<file path="src/hdl/lcd_pkg.sv">
// lcd_pkg
// shared definitions for the TFT parallel-bus controller: the descriptor
// word views, panel opcodes, per-opcode parameter counts and the boot list
`default_nettype none

package lcd_pkg;

    // one 32-bit job word, read either as a descriptor or as parameter bytes
    typedef union packed {
        struct packed {
            logic [19:0] unused;
            logic [3:0]  count;    // byte count for opcodes not in the table
            logic [7:0]  opcode;
        } desc;
        logic [3:0][7:0] params;   // byte 3 goes out first
    } lcd_word_u;

    // a job (lcd_job_t) is carried as a descriptor word plus a parameter word

    localparam logic [7:0] op_nop       = 8'h00;
    localparam logic [7:0] op_swreset   = 8'h01;
    localparam logic [7:0] op_sleep_in  = 8'h10;
    localparam logic [7:0] op_sleep_out = 8'h11;
    localparam logic [7:0] op_disp_off  = 8'h28;
    localparam logic [7:0] op_disp_on   = 8'h29;
    localparam logic [7:0] op_caset     = 8'h2A;
    localparam logic [7:0] op_paset     = 8'h2B;
    localparam logic [7:0] op_ramwr     = 8'h2C;
    localparam logic [7:0] op_ramrd     = 8'h2E;   // sent as a plain write
    localparam logic [7:0] op_madctl    = 8'h36;
    localparam logic [7:0] op_colmod    = 8'h3A;

    function automatic logic [2:0] param_count(input logic [7:0] opcode,
                                               input logic [3:0] count);
        case (opcode)
            op_caset, op_paset:   return 3'd4;
            op_ramwr, op_ramrd:   return 3'd2;
            op_colmod, op_madctl: return 3'd1;
            op_swreset, op_sleep_in, op_sleep_out,
            op_disp_on, op_disp_off, op_nop: return 3'd0;
            default:              return (count > 4'd4) ? 3'd4 : count[2:0];
        endcase
    endfunction

    // panel needs a long settle time after these
    function automatic logic needs_pause(input logic [7:0] opcode);
        return (opcode == op_swreset) || (opcode == op_sleep_in) ||
               (opcode == op_sleep_out);
    endfunction

    localparam int boot_len = 4;

    // {descriptor, parameter} per entry
    localparam logic [63:0] boot_table [boot_len] = '{
        {24'h0, op_swreset,   32'h0},
        {24'h0, op_sleep_out, 32'h0},
        {24'h0, op_colmod,    8'h55, 24'h0},   // 16 bit per pixel
        {24'h0, op_disp_on,   32'h0}
    };

endpackage

`default_nettype wire
</file>
<file path="src/hdl/lcd_ctrl_top.sv">
// lcd_ctrl_top
// TFT parallel-bus controller: AXI4-Lite registers and boot sequencer
// share one panel link writer through a fixed-priority arbiter
`timescale 1ns/1ps
`default_nettype none

module lcd_ctrl_top #(
    parameter logic [23:0] pause_cycles = 24'd1200000
) (
    input  logic        clk,
    input  logic        nrst,
    input  logic [3:0]  awaddr,
    input  logic        awvalid,
    output logic        awready,
    input  logic [31:0] wdata,
    input  logic [3:0]  wstrb,
    input  logic        wvalid,
    output logic        wready,
    output logic [1:0]  bresp,
    output logic        bvalid,
    input  logic        bready,
    input  logic [3:0]  araddr,
    input  logic        arvalid,
    output logic        arready,
    output logic [31:0] rdata,
    output logic [1:0]  rresp,
    output logic        rvalid,
    input  logic        rready,
    output logic [7:0]  data,
    output logic        csx,
    output logic        dcx,
    output logic        wrx,
    output logic        rdx,
    output logic        busy
);

    logic        host_req, host_ack, boot_req, boot_ack, boot_done;
    logic [31:0] host_desc, host_param, boot_desc, boot_param;
    logic        start, link_done;
    logic [31:0] job_desc, job_param;

    lcd_host_regs u_regs (
        .clk, .nrst, .awaddr, .awvalid, .awready, .wdata, .wstrb, .wvalid,
        .wready, .bresp, .bvalid, .bready, .araddr, .arvalid, .arready,
        .rdata, .rresp, .rvalid, .rready, .host_req, .host_desc, .host_param,
        .host_done(host_ack), .busy, .boot_done
    );

    lcd_boot_seq u_boot (
        .clk, .nrst, .boot_req, .boot_desc, .boot_param,
        .boot_done_ack(boot_ack), .boot_done
    );

    lcd_job_arbiter u_arb (
        .clk, .nrst, .boot_req, .boot_desc, .boot_param, .boot_ack,
        .host_req, .host_desc, .host_param, .host_ack, .start, .job_desc,
        .job_param, .link_done, .busy
    );

    lcd_link_writer #(.pause_cycles(pause_cycles)) u_writer (
        .clk, .nrst, .start, .job_desc, .job_param, .done(link_done), .busy,
        .data, .csx, .dcx, .wrx, .rdx
    );

endmodule

`default_nettype wire

</file>
<file path="src/hdl/lcd_link_writer.sv">
// lcd_link_writer
// sends one job to the panel: command byte with dcx low, then parameter
// bytes msb first with dcx high, one wrx strobe per byte.
// reset and sleep commands get a long pause before the finish cycle
`timescale 1ns/1ps
`default_nettype none

module lcd_link_writer import lcd_pkg::*; #(
    parameter logic [23:0] pause_cycles = 24'd1200000
) (
    input  logic        clk,
    input  logic        nrst,
    input  logic        start,
    input  logic [31:0] job_desc,
    input  logic [31:0] job_param,
    output logic        done,
    output logic        busy,
    output logic [7:0]  data,
    output logic        csx,
    output logic        dcx,
    output logic        wrx,
    output logic        rdx
);

    localparam logic [2:0] st_idle   = 3'd0;
    localparam logic [2:0] st_load   = 3'd1;
    localparam logic [2:0] st_settle = 3'd2;
    localparam logic [2:0] st_strobe = 3'd3;
    localparam logic [2:0] st_pause  = 3'd4;
    localparam logic [2:0] st_finish = 3'd5;

    logic [2:0]  state;
    logic [2:0]  remain;     // parameter bytes still to go
    logic [1:0]  byte_idx;   // next parameter byte
    logic        pause_q;
    logic [23:0] timer;
    lcd_word_u   desc_in;
    lcd_word_u   param_q;

    assign desc_in = job_desc;
    assign rdx     = 1'b1;   // reads not supported

    always_ff @(posedge clk) begin
        if (state == st_idle && start) param_q <= job_param;
    end

    always_ff @(posedge clk or negedge nrst) begin
        if (!nrst) begin
            state    <= st_idle;
            remain   <= '0;
            byte_idx <= '0;
            pause_q  <= 1'b0;
            timer    <= '0;
            done     <= 1'b0;
            busy     <= 1'b0;
            data     <= '0;
            csx      <= 1'b1;
            dcx      <= 1'b0;
            wrx      <= 1'b0;
        end else begin
            done <= 1'b0;
            case (state)
                st_idle: begin
                    if (start) begin
                        data     <= desc_in.desc.opcode;   // command byte first
                        dcx      <= 1'b0;
                        csx      <= 1'b0;
                        busy     <= 1'b1;
                        remain   <= param_count(desc_in.desc.opcode, desc_in.desc.count);
                        pause_q  <= needs_pause(desc_in.desc.opcode);
                        byte_idx <= 2'd3;
                        state    <= st_load;
                    end
                end
                st_load: state <= st_settle;
                st_settle: begin
                    wrx   <= 1'b1;
                    state <= st_strobe;
                end
                st_strobe: begin
                    wrx <= 1'b0;
                    if (remain != 3'd0) begin
                        data     <= param_q.params[byte_idx];
                        dcx      <= 1'b1;
                        byte_idx <= byte_idx - 1'b1;
                        remain   <= remain - 1'b1;
                        state    <= st_load;
                    end else if (pause_q) begin
                        csx   <= 1'b1;    // release the panel during the wait
                        timer <= '0;
                        state <= st_pause;
                    end else begin
                        csx   <= 1'b1;
                        done  <= 1'b1;
                        state <= st_finish;
                    end
                end
                st_pause: begin
                    if (timer == pause_cycles - 24'd1) begin
                        done  <= 1'b1;
                        state <= st_finish;
                    end else begin
                        timer <= timer + 24'd1;
                    end
                end
                st_finish: begin
                    busy  <= 1'b0;
                    dcx   <= 1'b0;
                    state <= st_idle;
                end
                default: state <= st_idle;
            endcase
        end
    end

endmodule

`default_nettype wire

</file>
<file path="src/hdl/lcd_job_arbiter.sv">
// lcd_job_arbiter
// fixed priority between boot sequencer and host, one job in flight
`timescale 1ns/1ps
`default_nettype none

module lcd_job_arbiter (
    input  logic        clk,
    input  logic        nrst,
    input  logic        boot_req,
    input  logic [31:0] boot_desc,
    input  logic [31:0] boot_param,
    output logic        boot_ack,
    input  logic        host_req,
    input  logic [31:0] host_desc,
    input  logic [31:0] host_param,
    output logic        host_ack,
    output logic        start,
    output logic [31:0] job_desc,
    output logic [31:0] job_param,
    input  logic        link_done,
    input  logic        busy
);

    logic active;       // job handed to the writer, waiting for done
    logic owner_boot;   // who owns the job in flight
    logic grant;

    assign grant    = !active && !busy && (boot_req || host_req);
    assign boot_ack = link_done && active && owner_boot;
    assign host_ack = link_done && active && !owner_boot;

    always_ff @(posedge clk or negedge nrst) begin
        if (!nrst) begin
            active     <= 1'b0;
            owner_boot <= 1'b0;
            start      <= 1'b0;
        end else begin
            start <= grant;
            if (grant) begin
                active     <= 1'b1;
                owner_boot <= boot_req;   // boot wins a tie
            end else if (link_done) begin
                active <= 1'b0;
            end
        end
    end

    always_ff @(posedge clk) begin
        if (grant) begin
            job_desc  <= boot_req ? boot_desc  : host_desc;
            job_param <= boot_req ? boot_param : host_param;
        end
    end

endmodule

`default_nettype wire

</file>
<file path="src/hdl/lcd_boot_seq.sv">
// lcd_boot_seq
// walks the boot table once after reset, one job request per entry
`timescale 1ns/1ps
`default_nettype none

module lcd_boot_seq import lcd_pkg::*; (
    input  logic        clk,
    input  logic        nrst,
    output logic        boot_req,
    output logic [31:0] boot_desc,
    output logic [31:0] boot_param,
    input  logic        boot_done_ack,
    output logic        boot_done
);

    localparam int idx_w = $clog2(boot_len);

    logic [idx_w-1:0] idx;
    lcd_word_u        entry;

    assign entry      = boot_table[idx][63:32];
    assign boot_desc  = entry;
    assign boot_param = boot_table[idx][31:0];
    assign boot_req   = !boot_done;

    always_ff @(posedge clk or negedge nrst) begin
        if (!nrst) begin
            idx       <= '0;
            boot_done <= 1'b0;
        end else if (!boot_done && boot_done_ack) begin
            if (idx == idx_w'(boot_len - 1)) begin
                boot_done <= 1'b1;    // last entry sent
            end else begin
                idx <= idx + 1'b1;
            end
        end
    end

endmodule

`default_nettype wire

</file>
<file path="src/hdl/lcd_host_regs.sv">
// lcd_host_regs
// AXI4-Lite register port: descriptor, parameter word and status.
// a write to the parameter word launches a host job
`timescale 1ns/1ps
`default_nettype none

module lcd_host_regs import lcd_pkg::*; (
    input  logic        clk,
    input  logic        nrst,
    input  logic [3:0]  awaddr,
    input  logic        awvalid,
    output logic        awready,
    input  logic [31:0] wdata,
    input  logic [3:0]  wstrb,
    input  logic        wvalid,
    output logic        wready,
    output logic [1:0]  bresp,
    output logic        bvalid,
    input  logic        bready,
    input  logic [3:0]  araddr,
    input  logic        arvalid,
    output logic        arready,
    output logic [31:0] rdata,
    output logic [1:0]  rresp,
    output logic        rvalid,
    input  logic        rready,
    output logic        host_req,
    output logic [31:0] host_desc,
    output logic [31:0] host_param,
    input  logic        host_done,
    input  logic        busy,
    input  logic        boot_done
);

    logic [31:0] desc_q;
    logic [31:0] param_q;
    logic        wr_go;
    logic        rd_go;
    lcd_word_u   desc_view;

    function automatic logic [31:0] merge(input logic [31:0] old,
                                          input logic [31:0] din,
                                          input logic [3:0]  strb);
        logic [31:0] res;
        res = old;
        for (int i = 0; i < 4; i++) begin
            if (strb[i]) res[8*i +: 8] = din[8*i +: 8];
        end
        return res;
    endfunction

    // address and data taken together, held off while a job is pending
    assign wr_go   = awvalid && wvalid && !bvalid && !host_req;
    assign awready = wr_go;
    assign wready  = wr_go;
    assign bresp   = 2'b00;

    assign rd_go   = arvalid && !rvalid;
    assign arready = rd_go;
    assign rresp   = 2'b00;

    assign desc_view  = desc_q;
    assign host_desc  = desc_q;
    assign host_param = param_q;

    always_ff @(posedge clk or negedge nrst) begin
        if (!nrst) begin
            bvalid   <= 1'b0;
            rvalid   <= 1'b0;
            host_req <= 1'b0;
        end else begin
            if (wr_go) bvalid <= 1'b1;
            else if (bready) bvalid <= 1'b0;
            if (rd_go) rvalid <= 1'b1;
            else if (rready) rvalid <= 1'b0;
            if (wr_go && awaddr == 4'h4) host_req <= 1'b1;   // launch
            else if (host_done) host_req <= 1'b0;
        end
    end

    always_ff @(posedge clk) begin
        if (wr_go && awaddr == 4'h0) desc_q <= merge(desc_q, wdata, wstrb);
        if (wr_go && awaddr == 4'h4) param_q <= merge(param_q, wdata, wstrb);
        if (rd_go) begin
            case (araddr)
                4'h0:    rdata <= {20'h0, desc_view.desc.count, desc_view.desc.opcode};
                4'h8:    rdata <= {29'h0, host_req, boot_done, busy};   // status
                default: rdata <= 32'h0;
            endcase
        end
    end

endmodule

`default_nettype wire

</file>
<file path="config.mk">
export PLATFORM = sky130hd
export DESIGN_NAME = lcd_ctrl_top
export DESIGN_NICKNAME = d
export VERILOG_FILES = /design/src/hdl/lcd_pkg.sv /design/src/hdl/lcd_ctrl_top.sv /design/src/hdl/lcd_link_writer.sv /design/src/hdl/lcd_job_arbiter.sv /design/src/hdl/lcd_boot_seq.sv /design/src/hdl/lcd_host_regs.sv
export SDC_FILE = /design/constraint.sdc
export NUM_CORES = 1
export LEC_CHECK = 0
export BUFFER_PORTS_ARGS = -buffer_cell sky130_fd_sc_hd__buf_4
export CORE_ASPECT_RATIO = 0.6
export CORE_MARGIN = 2
export CORE_UTILIZATION = 60
export DETAILED_ROUTE_END_ITERATION = 10
export GPL_TIMING_DRIVEN = 0
export PLACE_DENSITY_LB_ADDON = 0.25
export SYNTH_ARGS = -nofsm -noshare
export SYNTH_HDL_FRONTEND = slang
export SYNTH_SLANG_ARGS = --single-unit
</file>
<file path="constraint.sdc">
create_clock -name clk -period 5.6 [get_ports clk]
set_clock_uncertainty 0.2 [all_clocks]
set_input_delay 0.28 -clock clk [delete_from_list [all_inputs] [get_ports clk]]
set_output_delay 0.28 -clock clk [all_outputs]
set_load 0.01 [all_outputs]
</file>
==> results_dict.tcl <==
set metrics [dict create \
    outcome "completed" \
    synthArstFlopShare 0.294 \
    insertion_delay_ns 0.42 \
    use_met3 0.0662 \
    setup-violations-final 0 \
    synth-adder-area-share 0.00973 \
    clkSinkCount 187 \
    multi_input_area_um2 2120 \
    seqCellArea_um2 5340 \
    crit_type "reg2reg" \
    rsz0062_at_grt "false" \
    drtPass1Iterations 5 \
    synth.yosys.warnings 0 \
    start_kind "flip-flop" \
    layout.nets 784 \
    clockBufferDepth 2 \
    dp_hpwl_um 11100 \
    first_global_vias 4807 \
    required_ns 5.43 \
    antenna_found_initial 0 \
    num_antenna_cells 0 \
    finalWirelength_um 16000 \
    viasPerCell 5.45 \
    min_period_ns 2.71 \
    cpMaxStageDelayCell "inv_1" \
    die_w_um 150 \
    gr-total-overflow 0 \
    arrival_ns 2.54 \
    vdd.ir_drop.worst_uv 277 \
    final_max_slew_viol_count 0 \
    critPathCaptureType "flip-flop" \
    p_sw_mw 0.554 \
    grt_max_degree 56 \
    fmax_mhz 369 \
    synth_top_family_by_area "simple AND/OR/NAND/NOR gates" \
    leakagePower_nw 3.87 \
    port_buffers 78 \
    post-place-ws_ns 2.91 \
    crit_path_max_fanout 33 \
    switching_share 0.205 \
    io-pin-count 105 \
    syn_area_per_cell_um2 13.5 \
    synth_xor_area_frac 0.0182 \
    design.die.area_um2 13800 \
    stdcell_count 909 \
    clock_power_share 0.414 \
    wl_per_cell_um 17.6 \
    vias 4954 \
    grt-busiest-layer "met1" \
    grt_use_total 0.253 \
    final_util 0.750 \
    core_area_um2 12700 \
    min_path_type "in2reg" \
    post_cts_buffers 0 \
    synthDistinctLibCells 53 \
    clk_pin_slew_ns 0.07 \
    initial_core_util 0.608 \
    cts_tree "done" \
    synth_edf_count 132 \
    cts_inserted_buffers 17 \
    layout_setup_ws_ns 2.89 \
    drcViolationCount 0 \
    finalHoldViolations 0 \
    grt_pass1_wl_um 25700 \
    max_stage_delay_ns 0.93 \
    maxCapViolations 0 \
    use_met1 0.397 \
    intPower_mw 2.16 \
    yosys.area_share.simple 0.150 \
    antenna_left 0 \
    gp_congestion 0.881 \
    ys_seq_area_frac 0.692 \
    powerDensity_nw_per_um2 285 \
    synthFlopType "edfxtp_1" \
    slew_headroom 0.168 \
    drt_iter0_drc 417 \
    drive_gt1_frac 0.208 \
    syn_inst 570 \
    combPwrFrac 0.038 \
    muxShareOfSynthArea 0.0376 \
    synth-compound-area-share 0.0460 \
    n_fill_cell 799 \
    dp_cells 841 \
    syn_area_um2 7720 \
    core.rowCount 32 \
    h-tree-depth 4 \
    worstMarginPinSlew_ns 1.25 \
    path_cells "clkbuf_1, or3_1, inv_1" \
    die_h_um 91.9 \
    area_delta_synth_final_pct 23.4 \
    finalCritPeriodShare 0.484 \
    setup_tns_ns 0 \
    use_met2 0.358 \
    seq_power_share 0.548 \
    root_buffer "clkbuf_16" \
    synth_seq_cells 187 \
]
==> cells in the final DEF, fill, tap and decap left out, types with 6 or more instances in the layout <==
master	netlist	final
mux4_2	8	8
inv_1	17	16
and2_1	47	47
xor2_1	7	7
nand3_1	14	14
o21ai_0	17	17
clkbuf_16	0	17
ha_1	6	6
conb_1	2	25
clkbuf_1	14	15
mux2i_1	11	11
xnor2_1	9	9
dfrtp_1	54	54
nor2_1	41	41
a31oi_1	12	12
nand2_1	59	59
nor3_1	9	9
nor4_1	7	7
nand4_1	7	7
buf_4	26	104
edfxtp_1	132	132
dlygate4sd3_1	0	37
a21oi_1	11	11
==> repair_timing <==
item	in CTS	in global routing
endpoints found under the hold margin	101	0
hold buffers	37	0
gates resized for setup	0	0
==> path summary, 6_finish.rpt <==
| kind | start | end | slack, ns | depth (start not counted) |
|---|---|---|---|---|
| max in group asynchronous | nrst | u_writer.timer[19]$_DFFE_PN0P_ | 4.49 | 2 |
| min reg2reg | u_arb.job_param[24]$_DFFE_PP_ | u_writer.param_q[24]$_DFFE_PP_ | 0.22 | 0 |
| min in group asynchronous | nrst | u_writer.timer[23]$_DFFE_PN0P_ | 0.25 | 2 |
| min | wvalid | u_regs.bvalid$_DFFE_PN0P_ | 0.03 | 3 |
| max | u_writer.state[0]$_DFFE_PN0P_ | u_writer.param_q[2]$_DFFE_PP_ | 2.89 | 3 |
| max reg2reg | u_writer.state[0]$_DFFE_PN0P_ | u_writer.param_q[2]$_DFFE_PP_ | 2.89 | 3 |
==> metal layers <==
metal	part of all wire	wire length, um	vias up
met1	0.48	7730	2392
met3	0.085	1360	13
li1	-	-	2317
met2	0.42	6750	232
met4	0.0089	143	0
met5	0	0	-
==> final cells by class <==
cell class,instances,area share
Sequential cell,187,0.561
Multi-Input combinational cell,344,0.222
Timing Repair Buffer,115,0.100
Clock buffer,18,0.0451
Buffer,45,0.0297
Tap cell,170,0.0223
Clock inverter,13,0.0127
Inverter,17,0.00670
==> worst max-delay path: cells and delay by family (launching register included) <==
family | cells | cell delay, ns
simple gates | 1 | 0.49
flops | 1 | 0.44
buf+inv | 2 | 1.16
==> power by group through the flow <==
stage	clock (mW)	sequential [mW]	combinational, mW
after floorplan	0	1.52	0.0269
after global placement	0	1.51	0.0781
after detailed placement	0	1.51	0.0799
after CTS	1.13	1.48	0.102
after global routing	1.19	1.48	0.112
final	1.12	1.48	0.103
==> sequential cells by signal, summed over array words and instances (netlist names), 2 cells and up <==
name and cells:
u_arb.job_param 32, u_regs.host_param 32, u_writer.state 3, u_writer.data 8, u_regs.host_desc 12, u_writer.param_q 32
u_arb.job_desc 12, u_writer.remain 3, u_writer.byte_idx 2, u_regs.rdata 12, u_writer.timer 24, u_boot.idx 2
==> metrics by stage <==
step | instance area [um^2] | hold slack [ns] | power [mW]
finish | 9520 | 0.0302 | 2.71
global route | 9520 | 0.0808 | 2.78
CTS | 9520 | 0.0190 | 2.72
floorplan | 7800 | -0.216 | 1.54
detailed placement | 8600 | 0.180 | 1.59
global placement | 8600 | 0.165 | 1.59
==> synthesized netlist by cell type, types with 3 or more instances <==
cell | number | area [um^2]
or3_1 | 4 | 25.0
nand3_1 | 14 | 70.1
clkbuf_1 | 14 | 52.6
edfxtp_1 | 132 | 3960
xor2_1 | 7 | 61.3
nor3_1 | 9 | 45.0
nand2_1 | 59 | 221
ha_1 | 6 | 75.1
nor4b_1 | 4 | 35.0
o211ai_1 | 3 | 22.5
dfrtp_1 | 54 | 1350
nor2_1 | 41 | 154
and3_1 | 4 | 25.0
xnor2_1 | 9 | 78.8
buf_4 | 26 | 195
a21oi_1 | 11 | 55.1
and3b_1 | 4 | 35.0
o21ai_0 | 17 | 85.1
nor2b_1 | 4 | 25.0
or2_2 | 3 | 18.8
nor4_1 | 7 | 43.8
mux4_2 | 8 | 180
mux2i_1 | 11 | 110
and4_1 | 3 | 26.3
and2_1 | 47 | 294
a31oi_1 | 12 | 75.1
o21a_1 | 3 | 22.5
nand4_1 | 7 | 43.8
inv_1 | 17 | 63.8
==> cell families (layout without fill, tap and decap cells) <==
kind of cell             Yosys count  count (layout)
multiplexers                      19              19
AO/OA/AOI/OAI                     57              57
adder cells (fa/ha/maj)            6               6
other                              2              25
buffers and inverters             62             208
XOR/XNOR                          16              16
AND/OR/NAND/NOR                  221             221
flip-flops                       187             187
Power figures use the tool's default switching activity.
